$ cat src/hdl/fu_consts.svh
`ifndef FU_CONSTS_SVH
`define FU_CONSTS_SVH

// datapath width, RV32
`define XLEN 32

// unit counts in the execute bank
`define NUM_FU_ALU  2
`define NUM_FU_MULT 1

// multiplier depth: operand stage, accumulate stages, output stage
// accumulate stages = MULT_STAGES - 2, must divide the four partial products
`define MULT_STAGES 4

// tag widths
`define PRN_W  6   // physical register tag
`define ROBN_W 5   // reorder buffer index

// debug fill words, easy to spot in waves
`define FILL_BAD_A   32'hdeadface   // opa select out of range
`define FILL_BAD_B   32'hfacefeed   // opb select out of range
`define FILL_BAD_ALU 32'hfacebeec   // alu func out of range

`endif

$ cat src/hdl/fu_pkg.sv
`default_nettype none
`include "fu_consts.svh"

package fu_pkg;

    typedef logic [`XLEN-1:0]   data_t;
    typedef logic [`XLEN-1:0]   addr_t;
    typedef logic [`PRN_W-1:0]  prn_t;
    typedef logic [`ROBN_W-1:0] robn_t;

    typedef enum logic [3:0] {
        ALU_ADD  = 4'h0,
        ALU_SUB  = 4'h1,
        ALU_AND  = 4'h2,
        ALU_OR   = 4'h3,
        ALU_XOR  = 4'h4,
        ALU_SLT  = 4'h5,
        ALU_SLTU = 4'h6,
        ALU_SLL  = 4'h7,
        ALU_SRL  = 4'h8,
        ALU_SRA  = 4'h9
    } alu_func_t;

    // same order as the RV32M funct3 codes
    typedef enum logic [1:0] {
        MUL_LO  = 2'd0,
        MUL_H   = 2'd1,
        MUL_HSU = 2'd2,
        MUL_HU  = 2'd3
    } mult_func_t;

    // function field, read as alu or mult depending on the unit
    typedef union packed {
        alu_func_t alu;
        struct packed {
            logic [1:0] rsvd;   // zero for mult ops
            mult_func_t op;
        } mult;
    } fu_func_u;

    typedef enum logic [1:0] {
        OPA_IS_RS1  = 2'd0,
        OPA_IS_PC   = 2'd1,
        OPA_IS_ZERO = 2'd2
    } opa_sel_t;

    typedef enum logic [2:0] {
        OPB_IS_RS2   = 3'd0,
        OPB_IS_I_IMM = 3'd1,
        OPB_IS_S_IMM = 3'd2,
        OPB_IS_B_IMM = 3'd3,
        OPB_IS_U_IMM = 3'd4,
        OPB_IS_J_IMM = 3'd5
    } opb_sel_t;

    // instruction word in the six base formats
    typedef union packed {
        struct packed {
            logic [6:0] funct7;
            logic [4:0] rs2, rs1;
            logic [2:0] funct3;
            logic [4:0] rd;
            logic [6:0] opcode;
        } r;
        struct packed {
            logic [11:0] imm;
            logic [4:0]  rs1;
            logic [2:0]  funct3;
            logic [4:0]  rd;
            logic [6:0]  opcode;
        } i;
        struct packed {
            logic [6:0] imm11_5;
            logic [4:0] rs2, rs1;
            logic [2:0] funct3;
            logic [4:0] imm4_0;
            logic [6:0] opcode;
        } s;
        struct packed {
            logic       imm12;
            logic [5:0] imm10_5;
            logic [4:0] rs2, rs1;
            logic [2:0] funct3;
            logic [3:0] imm4_1;
            logic       imm11;
            logic [6:0] opcode;
        } b;
        struct packed {
            logic [19:0] imm31_12;
            logic [4:0]  rd;
            logic [6:0]  opcode;
        } u;
        struct packed {
            logic       imm20;
            logic [9:0] imm10_1;
            logic       imm11;
            logic [7:0] imm19_12;
            logic [4:0] rd;
            logic [6:0] opcode;
        } j;
    } rv_inst_u;

    typedef struct packed {
        logic      valid;
        rv_inst_u  inst;
        addr_t     pc;
        fu_func_u  func;
        data_t     op1;
        data_t     op2;
        prn_t      dest_prn;
        robn_t     robn;
        opa_sel_t  opa_select;
        opb_sel_t  opb_select;
        logic      cond_branch;
        logic      uncond_branch;
    } fu_packet_t;

    typedef struct packed {
        robn_t robn;
        prn_t  dest_prn;
        data_t result;
    } fu_result_t;

    typedef struct packed {
        fu_result_t basic;
        logic       take_branch;
        logic       cond_branch;
        logic       uncond_branch;
    } fu_alu_result_t;

    // branch outcome report to the ROB
    typedef struct packed {
        robn_t robn;
        logic  executed;
        logic  branch_taken;
        addr_t target_addr;
    } fu_rob_packet_t;

endpackage

`default_nettype wire

$ cat src/hdl/operand_select.sv
`timescale 1ns/100ps
`default_nettype none
`include "fu_consts.svh"

// operand muxes shared by every functional unit
module operand_select (
    input  fu_pkg::fu_packet_t packet,
    output fu_pkg::data_t      opa,
    output fu_pkg::data_t      opb
);

    fu_pkg::rv_inst_u inst;

    assign inst = packet.inst;

    always_comb begin
        case (packet.opa_select)
            fu_pkg::OPA_IS_RS1:  opa = packet.op1;
            fu_pkg::OPA_IS_PC:   opa = packet.pc;   // auipc, jal link calc
            fu_pkg::OPA_IS_ZERO: opa = '0;          // lui
            default:             opa = `FILL_BAD_A;
        endcase
    end

    // immediates rebuilt from the format views, sign bit is always inst[31]
    always_comb begin
        case (packet.opb_select)
            fu_pkg::OPB_IS_RS2:   opb = packet.op2;
            fu_pkg::OPB_IS_I_IMM: opb = {{20{inst.i.imm[11]}}, inst.i.imm};
            fu_pkg::OPB_IS_S_IMM: opb = {{20{inst.s.imm11_5[6]}}, inst.s.imm11_5,
                                         inst.s.imm4_0};
            fu_pkg::OPB_IS_B_IMM: opb = {{19{inst.b.imm12}}, inst.b.imm12, inst.b.imm11,
                                         inst.b.imm10_5, inst.b.imm4_1, 1'b0};
            fu_pkg::OPB_IS_U_IMM: opb = {inst.u.imm31_12, 12'b0};   // upper 20, low zero
            fu_pkg::OPB_IS_J_IMM: opb = {{11{inst.j.imm20}}, inst.j.imm20,
                                         inst.j.imm19_12, inst.j.imm11,
                                         inst.j.imm10_1, 1'b0};
            default:              opb = `FILL_BAD_B;
        endcase
    end

endmodule

`default_nettype wire

$ cat src/hdl/mult_pipe.sv
`timescale 1ns/100ps
`default_nettype none
`include "fu_consts.svh"

// pipelined 32x32 multiplier, whole pipe frozen while avail is low
module mult_pipe (
    input  logic               clock,
    input  logic               rst,
    input  fu_pkg::fu_packet_t packet,
    input  logic               avail,
    output logic               done,
    output fu_pkg::fu_result_t res
);

    localparam int MID    = `MULT_STAGES - 2;   // accumulate stages
    localparam int PP_PER = 4 / MID;            // 16-bit partial products per stage
    localparam int STEP   = 16 * PP_PER;        // multiplier bits eaten per stage

    fu_pkg::data_t      opa;
    fu_pkg::data_t      opb;
    fu_pkg::mult_func_t mfunc;
    logic               sign_a;
    logic               sign_b;

    logic               s1_valid;
    logic               s1_high;
    logic [32:0]        s1_a;       // sign or zero extended per func
    logic [32:0]        s1_b;
    fu_pkg::robn_t      s1_robn;
    fu_pkg::prn_t       s1_prn;

    logic [MID-1:0]     m_valid;
    logic [MID-1:0]     m_high;
    fu_pkg::robn_t      m_robn [MID];
    fu_pkg::prn_t       m_prn  [MID];
    logic [63:0]        m_acc  [MID];
    logic [63:0]        m_a    [MID-1];   // shifted multiplicand
    logic [63:0]        m_b    [MID-1];   // remaining multiplier bits

    logic [63:0]        src_a   [MID];
    logic [63:0]        src_b   [MID];
    logic [63:0]        src_acc [MID];
    logic [63:0]        nxt_acc [MID];

    operand_select u_opsel (
        .packet (packet),
        .opa    (opa),
        .opb    (opb)
    );

    assign mfunc = packet.func.mult.op;

    always_comb begin
        case (mfunc)
            fu_pkg::MUL_HSU: {sign_a, sign_b} = 2'b10;
            fu_pkg::MUL_HU:  {sign_a, sign_b} = 2'b00;
            default:         {sign_a, sign_b} = 2'b11;   // mul, mulh
        endcase
    end

    // operands of stage k, then its partial products added on
    always_comb begin
        logic [63:0] pp;
        src_a[0]   = {{31{s1_a[32]}}, s1_a};
        src_b[0]   = {{31{s1_b[32]}}, s1_b};
        src_acc[0] = '0;
        for (int k = 1; k < MID; k++) begin
            src_a[k]   = m_a[k-1];
            src_b[k]   = m_b[k-1];
            src_acc[k] = m_acc[k-1];
        end
        for (int k = 0; k < MID; k++) begin
            pp = '0;
            for (int j = 0; j < PP_PER; j++) begin
                pp = pp + ((src_a[k] * {48'b0, src_b[k][16*j +: 16]}) << (16 * j));
            end
            nxt_acc[k] = src_acc[k] + pp;   // product mod 2^64 at the end
        end
    end

    // valid chain
    always_ff @(posedge clock) begin
        if (rst) begin
            s1_valid <= 1'b0;
            m_valid  <= '0;
            done     <= 1'b0;
        end else if (avail) begin
            s1_valid   <= packet.valid;
            m_valid[0] <= s1_valid;
            for (int k = 1; k < MID; k++) begin
                m_valid[k] <= m_valid[k-1];
            end
            done <= m_valid[MID-1];
        end
    end

    // datapath and tags
    always_ff @(posedge clock) begin
        if (avail) begin
            s1_a      <= {sign_a & opa[31], opa};
            s1_b      <= {sign_b & opb[31], opb};
            s1_high   <= (mfunc != fu_pkg::MUL_LO);
            s1_robn   <= packet.robn;
            s1_prn    <= packet.dest_prn;
            m_high[0] <= s1_high;
            m_robn[0] <= s1_robn;
            m_prn[0]  <= s1_prn;
            for (int k = 1; k < MID; k++) begin
                m_high[k] <= m_high[k-1];
                m_robn[k] <= m_robn[k-1];
                m_prn[k]  <= m_prn[k-1];
            end
            for (int k = 0; k < MID; k++) begin
                m_acc[k] <= nxt_acc[k];
            end
            for (int k = 0; k < MID - 1; k++) begin
                m_a[k] <= src_a[k] << STEP;
                m_b[k] <= src_b[k] >> STEP;
            end
            res.robn     <= m_robn[MID-1];
            res.dest_prn <= m_prn[MID-1];
            res.result   <= m_high[MID-1] ? m_acc[MID-1][63:32] : m_acc[MID-1][31:0];
        end
    end

endmodule

`default_nettype wire

$ cat config.mk
export PLATFORM = sky130hd
export DESIGN_NAME = mult_pipe
export DESIGN_NICKNAME = d
export VERILOG_FILES = /design/src/hdl/fu_pkg.sv /design/src/hdl/operand_select.sv /design/src/hdl/mult_pipe.sv
export VERILOG_INCLUDE_DIRS = /design/src /design/src/hdl
export SDC_FILE = /design/constraint.sdc
export NUM_CORES = 2
export LEC_CHECK = 0
export CAP_MARGIN = 20
export CORE_MARGIN = 8
export CORE_UTILIZATION = 60
export CTS_CLUSTER_SIZE = 28
export DETAILED_ROUTE_END_ITERATION = 16
export DONT_BUFFER_PORTS = 1
export PLACE_DENSITY = 0.76
export SETUP_SLACK_MARGIN = 0.3
export SLEW_MARGIN = 5
export SYNTH_ARGS = -nofsm -noshare
export SYNTH_HDL_FRONTEND = slang
export SYNTH_SLANG_ARGS = --single-unit
$ cat constraint.sdc
create_clock -name clock -period 14.2 [get_ports clock]
set_clock_uncertainty 0.1 [all_clocks]
set_input_delay 2.13 -clock clock [delete_from_list [all_inputs] [get_ports clock]]
set_output_delay 2.13 -clock clock [all_outputs]
set_load 0.005 [all_outputs]
==> results.yml <==
sta:
  rsz0062_at_grt: "no"
  max_freq_mhz: 90.4
  fin_crit_sh_pct: 77.9
  max_slew_margin_pct: 18.4
  worstMarginPinSlew_ns: 1.22
  hold_viol: 0
  slew_viol_final: 0
  setup_tns_ns: 0
  period_minus_slack_ns: 11.06
  setup_viol: 0
cells_and_area:
  synthToLayoutAreaGrowth_pct: 4.45
  final_nets: 7840
  drive_gt1_share_pct: 3.35
clock_network:
  clkTransAtPathRegs_ns: 0.06
  cts_buffer_depth: 3
  tritoncts: "done"
  cts_setup_buffers: 0
  cts.sinks: 310
  cts_htree_levels: 2
  cts_root_buf: "clkbuf_16"
  worstSkewPairLatency_ns: 0.63
  cts_buffers: 39
  postCtsHoldBufs: 0
  post_cts_resized: 0
logic_synthesis:
  syn_area_mm2: 0.0598
  ys_seq_area_share_pct: 15.5
  syn_nets: 7968
  avgSynthCellArea_um2: 9.70
  synth_top_family_by_area: "adder cells"
  async_reset_ff_share_pct: 0
  synthMuxAreaShare_pct: 0.962
  ys_ff_latch: 310
  synthAdderAreaFrac_pct: 50.5
  synth-warning-count: 0
  synth_cells: 6164
  synth-edff-count: 306
  yosys.area_share.simple_pct: 12.0
  synthXorXnorAreaFrac_pct: 3.21
  yosysUniqueCellTypes: 85
  synth_compound_area_share_pct: 6.21
  ys.flop_type: "edfxtp_1"
global_routing:
  grt_pass1_wl_um: 246000
  grt_pass1_vias: 44666
  grt_max_degree: 311
  grt.total_usage_pct: 28.6
  grt-ovfl-total: 0
  antenna_found_initial: 3
route:
  num_vias: 41476
  vias_per_cell: 5.63
  antenna_left: 0
  drtIter0Drc: 3222
  wirelength_um: 154000
  drc: 0
  wire_per_inst_um: 20.9
  dr.pass1.iters: 7
floorplanning:
  die_x_um: 332
  die_h_um: 332
  rows: 116
  io_pins: 198
  core-area_mm2: 0.0994
  initial_core_util_pct: 60.1
  dieArea_mm2: 0.110
setup_path:
  cp_slowest_cell: "edfxtp_1"
  cp.required_ns: 14.42
  cp_num_buf_inv: 5
  cp_max_fo: 24
  reg2reg_setup_slack_ns: 3.14
  cp_top_family: "compound AO/OA/AOI/OAI gates"
  crit_arrival_ns: 11.28
  end_kind: "register"
  crit_type: "reg2reg"
  critPathMostFrequentCell: "fa_1"
  start_kind: "register"
  cpPeakStageDelay_ns: 0.65
place:
  dp_hpwl_um: 122000
  place.port_buffers: 0
  place.gp.congestion: 0.992
outcome:
  status: "finished, final reports clean"
min_path:
  hold_class: "reg2reg"
flow_run:
  drv_cap: 0
==> metal layers <==
metal | global-route usage [%] | wire length, µm | vias to the layer above
met1 | 36.1 | 59000 | 21163
met3 | 5.20 | 12700 | 385
li1 | - | - | 18157
met4 | 11.2 | 7130 | 0
met5 | 0 | 0 | -
met2 | 48.8 | 75100 | 1771
==> kinds of logic after synthesis <==
group / Yosys count
flops: 310
fa+ha+maj: 1652
mux: 53
simple gates: 1518
buf+inv: 1837
compound gates: 577
xor+xnor: 217
==> flip-flops by register name, summed over array words and instances (netlist names) <==
name	count
done	1
res	43
m_b	1
s1_robn	5
s1_a	33
s1_prn	6
m_a	32
s1_b	33
s1_valid	1
s1_high	1
m_high	2
m_robn	10
m_acc	128
m_prn	12
m_valid	2
==> path summary, 6_finish.rpt <==
check,depth (start not counted),end,start
worst max-delay path,38,m_acc[0][61]$_DFFE_PP_,s1_b[2]$_DFFE_PP_
worst max register to register,38,m_acc[0][61]$_DFFE_PP_,s1_b[2]$_DFFE_PP_
worst min-delay path,0,res[36]$_DFFE_PP_,m_prn[1][4]$_DFFE_PP_
worst min register to register,0,res[36]$_DFFE_PP_,m_prn[1][4]$_DFFE_PP_
==> through the flow <==
stage	util (%)	hold slack, ns	cells	instance area (µm²)	setup WS [ns]
after global routing	62.8	0.315	7364	62400	2.66
after global placement	61.4	0.300	7292	61000	3.43
after detailed placement	61.4	0.305	7292	61000	3.38
final	62.8	0.311	7371	62500	3.14
after floorplan	-	0.300	6164	59800	5.19
after CTS	62.8	0.312	7363	62400	3.32
==> layout make-up <==
class | instances | area, µm²
Antenna cell | 7 | 17.5
Clock buffer | 43 | 991
Clock inverter | 28 | 424
Fill cell | 8003 | 37000
Inverter | 1594 | 5980
Multi-Input combinational cell | 4017 | 43600
Sequential cell | 310 | 9270
Tap cell | 1298 | 1620
Timing Repair Buffer | 74 | 556
==> cell usage in the layout, fill, tap and decap left out, drive strengths merged, types with 19 or more instances in the layout <==
cell / n
inv: 1599
a21o: 71
edfxtp: 306
buf: 74
a21oi: 173
nand3: 32
ha: 381
o21bai: 23
nand2: 787
mux2: 33
xor2: 55
nor3: 20
nand4: 19
o21a: 29
nor2: 118
fa: 1269
xnor2: 162
o21ai: 128
and2: 469
mux2i: 20
clkbuf: 43
==> synthesized netlist by cell type, types with 9 or more instances <==
cell type     n  area [µm²]
a211oi_1     17         128
a21boi_0     10        75.1
a21o_1       71         533
a21oi_1     171         856
a221o_1       9        90.1
a22oi_1      14         105
a31oi_1      15        93.8
and2_1      468        2930
and3_1       18         113
clkbuf_1    233         875
edfxtp_1    306        9190
fa_1       1269       25400
ha_1        381        4770
inv_1      1593        5980
mux2_2       32         360
mux2i_1      20         200
nand2_1     787        2950
nand2b_1     18         113
nand3_1      32         160
nand4_1      19         119
nor2_1      118         443
nor2b_1      15        93.8
nor3_1       18        90.1
o211ai_1     12        90.1
o21a_1       29         218
o21ai_0     116         581
o21ai_1      10        50.1
o21bai_1     23         173
o22ai_1      13        81.3
xnor2_1     161        1410
xor2_1       55         482
Power is left out: the tool's default activity adds up to more than one toggle a clock period on the data nets, which glitch-free logic cannot reach.
