--- src/hdl/fu_consts.svh ---
`ifndef FU_CONSTS_SVH
`define FU_CONSTS_SVH

// datapath width, RV32
`define XLEN 32

// unit counts in the execute bank
`define NUM_FU_ALU  2
`define NUM_FU_MULT 1

// multiplier depth: operand stage, accumulate stages, output stage
// accumulate stages = MULT_STAGES - 2, must divide the four partial products
`define MULT_STAGES 4

// tag widths
`define PRN_W  6   // physical register tag
`define ROBN_W 5   // reorder buffer index

// debug fill words, easy to spot in waves
`define FILL_BAD_A   32'hdeadface   // opa select out of range
`define FILL_BAD_B   32'hfacefeed   // opb select out of range
`define FILL_BAD_ALU 32'hfacebeec   // alu func out of range

`endif

--- src/hdl/fu_pkg.sv ---
`default_nettype none
`include "fu_consts.svh"

package fu_pkg;

    typedef logic [`XLEN-1:0]   data_t;
    typedef logic [`XLEN-1:0]   addr_t;
    typedef logic [`PRN_W-1:0]  prn_t;
    typedef logic [`ROBN_W-1:0] robn_t;

    typedef enum logic [3:0] {
        ALU_ADD  = 4'h0,
        ALU_SUB  = 4'h1,
        ALU_AND  = 4'h2,
        ALU_OR   = 4'h3,
        ALU_XOR  = 4'h4,
        ALU_SLT  = 4'h5,
        ALU_SLTU = 4'h6,
        ALU_SLL  = 4'h7,
        ALU_SRL  = 4'h8,
        ALU_SRA  = 4'h9
    } alu_func_t;

    // same order as the RV32M funct3 codes
    typedef enum logic [1:0] {
        MUL_LO  = 2'd0,
        MUL_H   = 2'd1,
        MUL_HSU = 2'd2,
        MUL_HU  = 2'd3
    } mult_func_t;

    // function field, read as alu or mult depending on the unit
    typedef union packed {
        alu_func_t alu;
        struct packed {
            logic [1:0] rsvd;   // zero for mult ops
            mult_func_t op;
        } mult;
    } fu_func_u;

    typedef enum logic [1:0] {
        OPA_IS_RS1  = 2'd0,
        OPA_IS_PC   = 2'd1,
        OPA_IS_ZERO = 2'd2
    } opa_sel_t;

    typedef enum logic [2:0] {
        OPB_IS_RS2   = 3'd0,
        OPB_IS_I_IMM = 3'd1,
        OPB_IS_S_IMM = 3'd2,
        OPB_IS_B_IMM = 3'd3,
        OPB_IS_U_IMM = 3'd4,
        OPB_IS_J_IMM = 3'd5
    } opb_sel_t;

    // instruction word in the six base formats
    typedef union packed {
        struct packed {
            logic [6:0] funct7;
            logic [4:0] rs2, rs1;
            logic [2:0] funct3;
            logic [4:0] rd;
            logic [6:0] opcode;
        } r;
        struct packed {
            logic [11:0] imm;
            logic [4:0]  rs1;
            logic [2:0]  funct3;
            logic [4:0]  rd;
            logic [6:0]  opcode;
        } i;
        struct packed {
            logic [6:0] imm11_5;
            logic [4:0] rs2, rs1;
            logic [2:0] funct3;
            logic [4:0] imm4_0;
            logic [6:0] opcode;
        } s;
        struct packed {
            logic       imm12;
            logic [5:0] imm10_5;
            logic [4:0] rs2, rs1;
            logic [2:0] funct3;
            logic [3:0] imm4_1;
            logic       imm11;
            logic [6:0] opcode;
        } b;
        struct packed {
            logic [19:0] imm31_12;
            logic [4:0]  rd;
            logic [6:0]  opcode;
        } u;
        struct packed {
            logic       imm20;
            logic [9:0] imm10_1;
            logic       imm11;
            logic [7:0] imm19_12;
            logic [4:0] rd;
            logic [6:0] opcode;
        } j;
    } rv_inst_u;

    typedef struct packed {
        logic      valid;
        rv_inst_u  inst;
        addr_t     pc;
        fu_func_u  func;
        data_t     op1;
        data_t     op2;
        prn_t      dest_prn;
        robn_t     robn;
        opa_sel_t  opa_select;
        opb_sel_t  opb_select;
        logic      cond_branch;
        logic      uncond_branch;
    } fu_packet_t;

    typedef struct packed {
        robn_t robn;
        prn_t  dest_prn;
        data_t result;
    } fu_result_t;

    typedef struct packed {
        fu_result_t basic;
        logic       take_branch;
        logic       cond_branch;
        logic       uncond_branch;
    } fu_alu_result_t;

    // branch outcome report to the ROB
    typedef struct packed {
        robn_t robn;
        logic  executed;
        logic  branch_taken;
        addr_t target_addr;
    } fu_rob_packet_t;

endpackage

`default_nettype wire

--- src/hdl/operand_select.sv ---
`timescale 1ns/100ps
`default_nettype none
`include "fu_consts.svh"

// operand muxes shared by every functional unit
module operand_select (
    input  fu_pkg::fu_packet_t packet,
    output fu_pkg::data_t      opa,
    output fu_pkg::data_t      opb
);

    fu_pkg::rv_inst_u inst;

    assign inst = packet.inst;

    always_comb begin
        case (packet.opa_select)
            fu_pkg::OPA_IS_RS1:  opa = packet.op1;
            fu_pkg::OPA_IS_PC:   opa = packet.pc;   // auipc, jal link calc
            fu_pkg::OPA_IS_ZERO: opa = '0;          // lui
            default:             opa = `FILL_BAD_A;
        endcase
    end

    // immediates rebuilt from the format views, sign bit is always inst[31]
    always_comb begin
        case (packet.opb_select)
            fu_pkg::OPB_IS_RS2:   opb = packet.op2;
            fu_pkg::OPB_IS_I_IMM: opb = {{20{inst.i.imm[11]}}, inst.i.imm};
            fu_pkg::OPB_IS_S_IMM: opb = {{20{inst.s.imm11_5[6]}}, inst.s.imm11_5,
                                         inst.s.imm4_0};
            fu_pkg::OPB_IS_B_IMM: opb = {{19{inst.b.imm12}}, inst.b.imm12, inst.b.imm11,
                                         inst.b.imm10_5, inst.b.imm4_1, 1'b0};
            fu_pkg::OPB_IS_U_IMM: opb = {inst.u.imm31_12, 12'b0};   // upper 20, low zero
            fu_pkg::OPB_IS_J_IMM: opb = {{11{inst.j.imm20}}, inst.j.imm20,
                                         inst.j.imm19_12, inst.j.imm11,
                                         inst.j.imm10_1, 1'b0};
            default:              opb = `FILL_BAD_B;
        endcase
    end

endmodule

`default_nettype wire

--- src/hdl/alu.sv ---
`timescale 1ns/100ps
`default_nettype none
`include "fu_consts.svh"

// combinational integer alu, rv32i register and immediate ops
module alu (
    input  fu_pkg::data_t     opa,
    input  fu_pkg::data_t     opb,
    input  fu_pkg::alu_func_t func,
    output fu_pkg::data_t     result
);

    logic signed [`XLEN-1:0] sopa;   // signed views for slt and sra
    logic signed [`XLEN-1:0] sopb;

    assign sopa = opa;
    assign sopb = opb;

    always_comb begin
        case (func)
            fu_pkg::ALU_ADD:  result = opa + opb;
            fu_pkg::ALU_SUB:  result = opa - opb;
            fu_pkg::ALU_AND:  result = opa & opb;
            fu_pkg::ALU_OR:   result = opa | opb;
            fu_pkg::ALU_XOR:  result = opa ^ opb;
            fu_pkg::ALU_SLT:  result = {{(`XLEN-1){1'b0}}, sopa < sopb};
            fu_pkg::ALU_SLTU: result = {{(`XLEN-1){1'b0}}, opa < opb};
            // shift amount is the low five bits only
            fu_pkg::ALU_SLL:  result = opa << opb[4:0];
            fu_pkg::ALU_SRL:  result = opa >> opb[4:0];
            fu_pkg::ALU_SRA:  result = sopa >>> opb[4:0];
            default:          result = `FILL_BAD_ALU;   // no latch, marks bad decode
        endcase
    end

endmodule

`default_nettype wire

--- src/hdl/branch_cond.sv ---
`timescale 1ns/100ps
`default_nettype none

// conditional branch compare, funct3 straight from the b-format word
module branch_cond (
    input  logic [2:0]    funct3,
    input  fu_pkg::data_t rs1,
    input  fu_pkg::data_t rs2,
    output logic          take
);

    always_comb begin
        case (funct3)
            3'b000:  take = (rs1 == rs2);                   // beq
            3'b001:  take = (rs1 != rs2);                   // bne
            3'b100:  take = ($signed(rs1) < $signed(rs2));  // blt
            3'b101:  take = ($signed(rs1) >= $signed(rs2)); // bge
            3'b110:  take = (rs1 < rs2);                    // bltu
            3'b111:  take = (rs1 >= rs2);                   // bgeu
            default: take = 1'b0;   // 010, 011 reserved
        endcase
    end

endmodule

`default_nettype wire

--- src/hdl/alu_unit.sv ---
`timescale 1ns/100ps
`default_nettype none

// one alu functional unit, result ready in the issue cycle
module alu_unit (
    input  logic                   clock,   // unused, unit is combinational
    input  logic                   rst,     // unused, no state to clear
    input  fu_pkg::fu_packet_t     packet,
    output logic                   prepared,
    output fu_pkg::fu_alu_result_t res
);

    fu_pkg::data_t opa;
    fu_pkg::data_t opb;
    fu_pkg::data_t alu_out;
    logic          cond_take;

    operand_select u_opsel (
        .packet (packet),
        .opa    (opa),
        .opb    (opb)
    );

    alu u_alu (
        .opa    (opa),
        .opb    (opb),
        .func   (packet.func.alu),
        .result (alu_out)
    );

    // compare uses the raw register values, not the muxed operands
    branch_cond u_bcond (
        .funct3 (packet.inst.b.funct3),
        .rs1    (packet.op1),
        .rs2    (packet.op2),
        .take   (cond_take)
    );

    assign prepared           = packet.valid;
    assign res.basic.robn     = packet.robn;
    assign res.basic.dest_prn = packet.dest_prn;
    assign res.basic.result   = alu_out;   // target addr for branches
    assign res.cond_branch    = packet.cond_branch;
    assign res.uncond_branch  = packet.uncond_branch;
    assign res.take_branch    = packet.uncond_branch | (packet.cond_branch & cond_take);

endmodule

`default_nettype wire

--- config.mk ---
export PLATFORM = sky130hd
export DESIGN_NAME = alu_unit
export DESIGN_NICKNAME = d
export VERILOG_FILES = /design/src/hdl/fu_pkg.sv /design/src/hdl/operand_select.sv /design/src/hdl/alu.sv /design/src/hdl/branch_cond.sv /design/src/hdl/alu_unit.sv
export VERILOG_INCLUDE_DIRS = /design/src /design/src/hdl
export SDC_FILE = /design/constraint.sdc
export NUM_CORES = 1
export LEC_CHECK = 0
export BUFFER_PORTS_ARGS = -buffer_cell sky130_fd_sc_hd__buf_2
export CORE_MARGIN = 10
export CORE_UTILIZATION = 29
export DETAILED_ROUTE_END_ITERATION = 8
export PLACE_DENSITY_LB_ADDON = 0.3
export SLEW_MARGIN = 25
export SYNTH_ARGS = -nofsm -noshare
export SYNTH_HDL_FRONTEND = slang
export SYNTH_HIERARCHICAL = 1
export SYNTH_SLANG_ARGS = --single-unit
--- constraint.sdc ---
create_clock -name vclk -period 4.8
set_clock_uncertainty 0.2 [all_clocks]
set_input_delay 0.48 -clock vclk [all_inputs]
set_output_delay 0.48 -clock vclk [all_outputs]
set_load 0.01 [all_outputs]
==> flow_summary.toml, run 1 <==
[status]
status = "complete, no violations"

[timing]
hold_viol = 0
whs_ps = 760
slew_headroom_pct = 38.7
max_freq_mhz = 212
finalWorstSetupSlack_ps = 84.2
fin_crit_ps = 4720
drv_slew = 0
rsz0062_at_grt = "true"
finalCritPeriodShare_pct = 98.2
max_slew.worst_pin.slew_ps = 920
setup_viol_count_final = 0

[floorplanning]
rows = 70
dieArea_sq_um = 45300
start_util_pct = 29.4
die_w_um = 213
die_h_um = 213
ios = 200
fp.coreArea_sq_um = 36700

[placement]
place_inst = 2355
portBuffers = 167
place.gp.congestion = 1.00
pre_cts_ws_ps = -421
hpwl_um = 47300

[drt]
wl_per_cell_um = 24.3
drt_iter0_markers = 1376
drcViolationCount = 0
dr.pass1.iters = 5
drtAntennaViolNets = 0
drt-vias-per-instance = 5.93
vias = 14000
wirelength_um = 57300

[global_route]
antenna_found_initial = 0
grt_pass1_wl_um = 84100
grt_pass1_vias = 13700
grt_overflow_total = 0
grt_start_max_net_pins = 68
track_usage_pct = 24.0

[critical_path]
path_common_cell = "buf_4"
crit_required_ps = 4120
path_class = "in2out"
critPathMaxFanout = 11
cp_cell_sequence = "clkbuf_4, buf_4, nor3_4, nand2_1, nand3_1, inv_1, ha_1, nor4_2, buf_4, nor3b_2, a21oi_1, buf_4, o41ai_4, buf_4, o21ai_0, a31oi_1, xor2_1, o21ai_2, buf_4, buf_2"
cp_top_family = "buffers and inverters"
end_kind = "output pin"
cp_slowest_cell = "ha_1"
start_kind = "input port"
cp_data_arrival_time_ps = 4040
cpPeakStageDelay_ps = 310
path_buf_inv = 8

[final_layout]
final_common_cell = "buf_4"
final_cells = 2361
layout_common_cells = "256 x buf_4, 201 x nor2_1, 165 x buf_2"
nClkBuffers = 0
drive_gt1_share_pct = 31.5
regArea_sq_um = 0
layout.nets = 2179
seq_cell_count = 0
syn_to_final_growth_pct = 30.3
num_antenna_cells = 0

[yosys]
ys_types = 95
yosys_warnings = 6
syn_area_sq_um = 10800
netlist_instances = 1596
avgSynthCellArea_sq_um = 6.76
syn_nets = 1880
yosysSeqAreaShare_pct = 0

[job]
max_cap_viol_count = 0

[power]
powerDensity_nw_per_um2 = 166
ir_worst_vdd_mv = 0.0556
leakage_nw = 6.44

[hold_path]
hp-class = "in2out"

[clock_network]
hold_buffers = 0
-- routing by layer --
layer / up-vias / part of all wire, % / track usage (%)
li1: 6454 / - / -
met5: - / 0 / 0
met1: 6711 / 41 / 31.0
met3: 96 / 8.9 / 4.05
met4: 0 / 3.1 / 6.47
met2: 743 / 47 / 40.1
-- area by class of cell --
cell class                 instances  area [sq um]
fill                            3955         22600
inverter                         130           489
multi-input combinational       1331         10000
tap                              468           586
timing repair buffer             432          2960
-- cells in the mapped netlist (13+ instances only) --
cell | instances | share of area [%]
a21oi_1 | 143 | 6.6
o22ai_1 | 22 | 1.3
mux4_2 | 55 | 11
a22oi_1 | 21 | 1.5
o31ai_1 | 14 | 0.97
ha_1 | 129 | 15
o211ai_1 | 19 | 1.3
o21ai_0 | 155 | 7.2
a211oi_1 | 31 | 2.2
buf_4 | 25 | 1.7
nand3_1 | 26 | 1.2
a221oi_1 | 17 | 1.4
nor3_1 | 29 | 1.3
buf_2 | 29 | 1.3
nor2_1 | 205 | 7.1
xnor2_1 | 13 | 1.1
a21o_1 | 16 | 1.1
inv_1 | 126 | 4.4
nand2_1 | 148 | 5.1
nor4_1 | 14 | 0.81
a31oi_1 | 13 | 0.75
mux2i_1 | 48 | 4.5
clkbuf_1 | 64 | 2.2
-- per-stage QoR --
step           TNS (ps)  cell area [sq um]  utilization [%]  total power [W]
4_1_cts               0              13700             37.4          0.00223
2_1_floorplan         0              10800                -          0.00130
3_3_place_gp      -1650              13600             37.1          0.00219
3_5_place_dp      -2180              13600             37.1          0.00220
5_1_grt            -378              14100             38.3          0.00250
6_report              0              14100             38.3          0.00233
-- power breakdown --
group	switching, W	internal (W)	total (W)
Sequential	0	0	0
Combinational	0.00136	0.000979	0.00233
Clock	0	0	0
Total	0.00136	0.000979	0.00233
-- final timing paths --
check | from | to | slack, ps | cells after the start
worst max-delay path | packet[2] | res[34] | 80 | 20
worst min-delay path | packet[150] | prepared | 760 | 0
-- cell families after synthesis --
group,after synthesis,synth area share (%)
adder cells (fa/ha/maj),131,15.3
XOR/XNOR,22,1.79
AND/OR/NAND/NOR,512,21.8
multiplexers,110,16.7
AO/OA/AOI/OAI,556,33.5
buffers and inverters,265,10.9
-- timing repair --
action	4_1_cts	5_1_grt
pin swaps	2	16
cloned	0	1
setup buffers	0	5
endpoints found under the setup margin	15	17
resized for setup	28	57
Note: power is estimated with default switching activity, not from simulation.
==> run 2: changes to the inputs <==
clock period = 5.83 ns   (was 4.8 ns; I/O delays follow)
==> run 2 against run 1 <==
Global-route usage decreased by 1.1 points. Combinational power fell by 29%. Cell count down 7.8%. First-iteration DRC count fell by 3.6%. Power fell by 30%. Via count fell by 5.2%. Cell area fell by 13%.
==> flow_summary.toml, run 2 (same netlist as run 1, synthesis figures left out) <==
[final_layout]
nClkBuffers = 0
num_antenna_cells = 0
regArea_sq_um = 0
layout.nets = 1994
drive_gt1_share_pct = 20.6
final_util_pct = 33.3
nFillCells = 3984
layout_common_cells = "204 x nor2_1, 167 x buf_2, 152 x o21ai_0"
fin_area_sq_um = 12200
final_common_cell = "nor2_1"
seq_cell_count = 0
syn_to_final_growth_pct = 13.4

[clock_network]
post_cts_buffers = 0

[drt]
dr_wl_met2_um = 24100
dr.pass1.iters = 6
wl_met1_um = 22900
wl_per_cell_um = 24.9
drcViolationCount = 0
wirelength_um = 54200
dr_wl_met3_um = 5620
top_layer = "met5"
drt_iter0_markers = 1326
drtAntennaViolNets = 0
drt-vias-per-instance = 6.10
vias = 13300

[floorplanning]
die_w_um = 213
dieArea_sq_um = 45300
start_util_pct = 29.4
rows = 70
die_h_um = 213
ios = 200
fp.coreArea_sq_um = 36700

[timing]
whs_ps = 966
slew_headroom_pct = 17.8
max_freq_mhz = 178
hold_viol = 0
finalCritPeriodShare_pct = 96.3
drv_slew = 0
fin_crit_ps = 5610
setup_viol_count_final = 0
setup_tns_ps = 0
max_slew.worst_pin.slew_ps = 1220
rsz0062_at_grt = "false"

[critical_path]
cp_data_arrival_time_ps = 4830
critPathMaxFanout = 22
end_kind = "output pin"
path_class = "in2out"
start_kind = "input port"
crit_required_ps = 5050

[placement]
place.gp.congestion = 1.01
postPlaceCellArea_sq_um = 12200
hpwl_um = 44600
portBuffers = 167

[power]
pwr-share-clk_pct = 0
ir_worst_vdd_mv = 0.0552
finalPower_w = 0.00165
seqPwrFrac_pct = 0
p_int_w = 0.000610
powerDensity_nw_per_um2 = 134
switching_share_pct = 63.0
leakage_nw = 5.45
p_comb_share_pct = 100.0
switchingPower_w = 0.00104

[job]
max_cap_viol_count = 0

[global_route]
grt_start_max_net_pins = 68
antenna_found_initial = 3
track_usage_pct = 22.9
grt_pass1_wl_um = 80600
grt_pass1_vias = 12800
grt_overflow_total = 0

[status]
status = "complete, no violations"

[hold_path]
hold_depth = 0
holdPathEnd = "prepared"
hp-class = "in2out"
hp-start = "packet[150]"
[run 2: worst max path at each step]
stage	startpoint	endpoint	slack (ps)	cells past startpoint
global placement	packet[5]	res[34]	260	16
floorplan	packet[2]	res[32]	870	18
finish	packet[2]	res[34]	220	17
detailed placement	packet[5]	res[34]	200	16
global route	packet[5]	res[33]	20	19
CTS	packet[5]	res[34]	190	16
[run 2: area by class of cell]
cell class | count | area [sq um] | share of cell area [%]
multi-input combinational | 1331 | 9690 | 79.2
tap | 468 | 586 | 4.79
inverter | 130 | 488 | 3.99
timing repair buffer | 247 | 1470 | 12.0
[run 2: critical path: stages]
cell and delay, ps:
buf_2 350, nor2b_1 290, nand2_1 120, o21ai_4 150, inv_1 180, ha_1 370, a211oi_1 370, o21ai_0 290
a22oi_1 420, a31oi_1 370, a211oi_1 370, o22ai_1 120, a31oi_1 230, xor2_1 90, o21ai_0 200, buf_4 170
buf_2 130
[run 2: per-layer routing]
| layer | GRT usage (%) | up-vias |
|---|---|---|
| met1 | 31.2 | 6331 |
| met4 | 5.42 | 6 |
| met2 | 36.5 | 786 |
| li1 | - | 6069 |
| met5 | 0 | - |
| met3 | 4.21 | 82 |
[run 2: through the flow]
stage | instances | setup slack, ps
after floorplan | 1596 | 868
after global placement | 2176 | 259
after detailed placement | 2176 | 197
after CTS | 2176 | 194
after global routing | 2176 | 21.2
final | 2176 | 216
[run 2: power groups by stage]
stage | logic (W) | registers, W | clock network [W]
final | 0.00165 | 0 | 0
after CTS | 0.00161 | 0 | 0
after global placement | 0.00160 | 0 | 0
after detailed placement | 0.00160 | 0 | 0
after floorplan | 0.00107 | 0 | 0
after global routing | 0.00177 | 0 | 0
[run 2: repair_timing]
action	in CTS	in global routing
gates resized for setup	0	1
hold buffers	0	0
endpoints found under the setup margin	0	2
==> run 3: changes to the inputs <==
CORE_ASPECT_RATIO = 0.5   (was not set)
==> run 3 against run 2 <==
Worst setup slack improved by 140 ps. Count of clock-buffer cells in the layout is the same. Via count rose by 0.42%. Maximum frequency grew 2.6%. Hold slack barely moved. Flip-flop and latch count is the same.
==> flow_summary.toml, run 3 (same netlist as run 1, synthesis figures left out) <==
[drt]
vias = 13300
drtAntennaViolNets = 0
wirelength_um = 55200
drt-vias-per-instance = 6.05
drcViolationCount = 0
drt_iter0_markers = 2032
dr.pass1.iters = 6
wl_per_cell_um = 25.0

[final_layout]
layout_common_cells = "205 x nor2_1, 167 x buf_2, 153 x o21ai_0"
drive_gt1_share_pct = 21.0
final_util_pct = 33.9
nClkBuffers = 0
layout.nets = 2004
final_common_cell = "nor2_1"
regArea_sq_um = 0
syn_to_final_growth_pct = 14.2
seq_cell_count = 0

[timing]
max_slew.worst_pin.slew_ps = 873
setup_viol_count_final = 0
fin_crit_ps = 5470
drv_slew = 0
hold_viol = 0
slew_headroom_pct = 41.2
finalCritPeriodShare_pct = 93.8
setup_tns_ps = 0
max_freq_mhz = 183
rsz0062_at_grt = "false"

[floorplanning]
die_h_um = 156
rows = 49
start_util_pct = 29.7
ios = 200
dieArea_sq_um = 45800
die_w_um = 293
fp.coreArea_sq_um = 36300

[power]
leakage_nw = 5.50
ir_worst_vdd_mv = 0.0429
powerDensity_nw_per_um2 = 135

[critical_path]
start_kind = "input port"
endpoint = "res[31]"
crit_required_ps = 5050
path_class = "in2out"
critPathLaunch = "packet[4]"
end_kind = "output pin"
cp_data_arrival_time_ps = 4690
cpPeakStageDelay_ps = 540
critPathMaxFanout = 24
path_common_cell = "buf_2"
cp_cell_sequence = "buf_2, nor2_1, a221oi_1, a21oi_4, inv_1, ha_1, buf_4, nor3_1, o21ai_0, nand4_1, nand2_1, o31ai_2, a31oi_1, a311oi_1, mux2_1, o211ai_1, buf_2"
cp_slowest_cell = "a311oi_1"

[global_route]
antenna_found_initial = 1
grt_pass1_vias = 12400
track_usage_pct = 22.6
grt_start_max_net_pins = 68
grt_pass1_wl_um = 80900
grt_overflow_total = 0

[placement]
portBuffers = 167
place.gp.congestion = 1.03
hpwl_um = 45100

[clock_network]
hold_buffers = 0
post_cts_resized = 0
post_cts_buffers = 0

[hold_path]
hp-class = "in2out"

[job]
max_cap_viol_count = 0

[status]
status = "complete, no violations"
==> run 3: changes by cell type in the layout (fill, tap and decap cells not counted), sizes merged <==
cell / delta
buf: +10
diode: +1
==> run 3: how the worst min path moves through the flow <==
stage	startpoint	end	cells past startpoint
after floorplan	packet[150]	prepared	1
after global placement	packet[150]	prepared	0
after detailed placement	packet[150]	prepared	0
after CTS	packet[150]	prepared	0
after global routing	packet[10]	res[44]	0
final	packet[13]	res[36]	0
==> run 3: routing by layer <==
layer  part of all wire [%]  up-vias  track usage (%)
met5                      0        -                0
met4                    2.2        0             4.13
met3                     10       77             3.53
met2                     44      678             35.7
met1                     44     6469             32.0
li1                       -     6106                -
==> run 3: layout make-up <==
| cell class | count | area, sq um |
|---|---|---|
| fill | 4050 | 24000 |
| multi-input combinational | 1331 | 9690 |
| timing repair buffer | 257 | 1540 |
| tap | 484 | 606 |
| inverter | 130 | 488 |
| antenna | 1 | 2.50 |
==> run 3: stage by stage <==
step	area [sq um]	instances	hold WS [ps]	worst slack (ps)	power [W]
after floorplan	10800	1596	1060	868	0.00107
after global placement	12300	2202	966	495	0.00161
after detailed placement	12300	2202	966	476	0.00162
after CTS	12300	2202	966	474	0.00162
after global routing	12300	2203	966	178	0.00179
final	12300	2203	966	361	0.00167
==> run 3: critical path, delay by kind of cell <==
kind	cells	cell delay, ps
compound gates	7	1970
fa+ha+maj	1	260
buf+inv	4	890
mux	1	380
simple gates	4	580
==> run 3: where the power goes <==
group	internal [W]	leakage, nW	switching, W	total (W)
Clock	0.0000000000229	0.00000634	0	0.0000000000230
Sequential	0	0	0	0
Combinational	0.000616	5.50	0.00105	0.00167
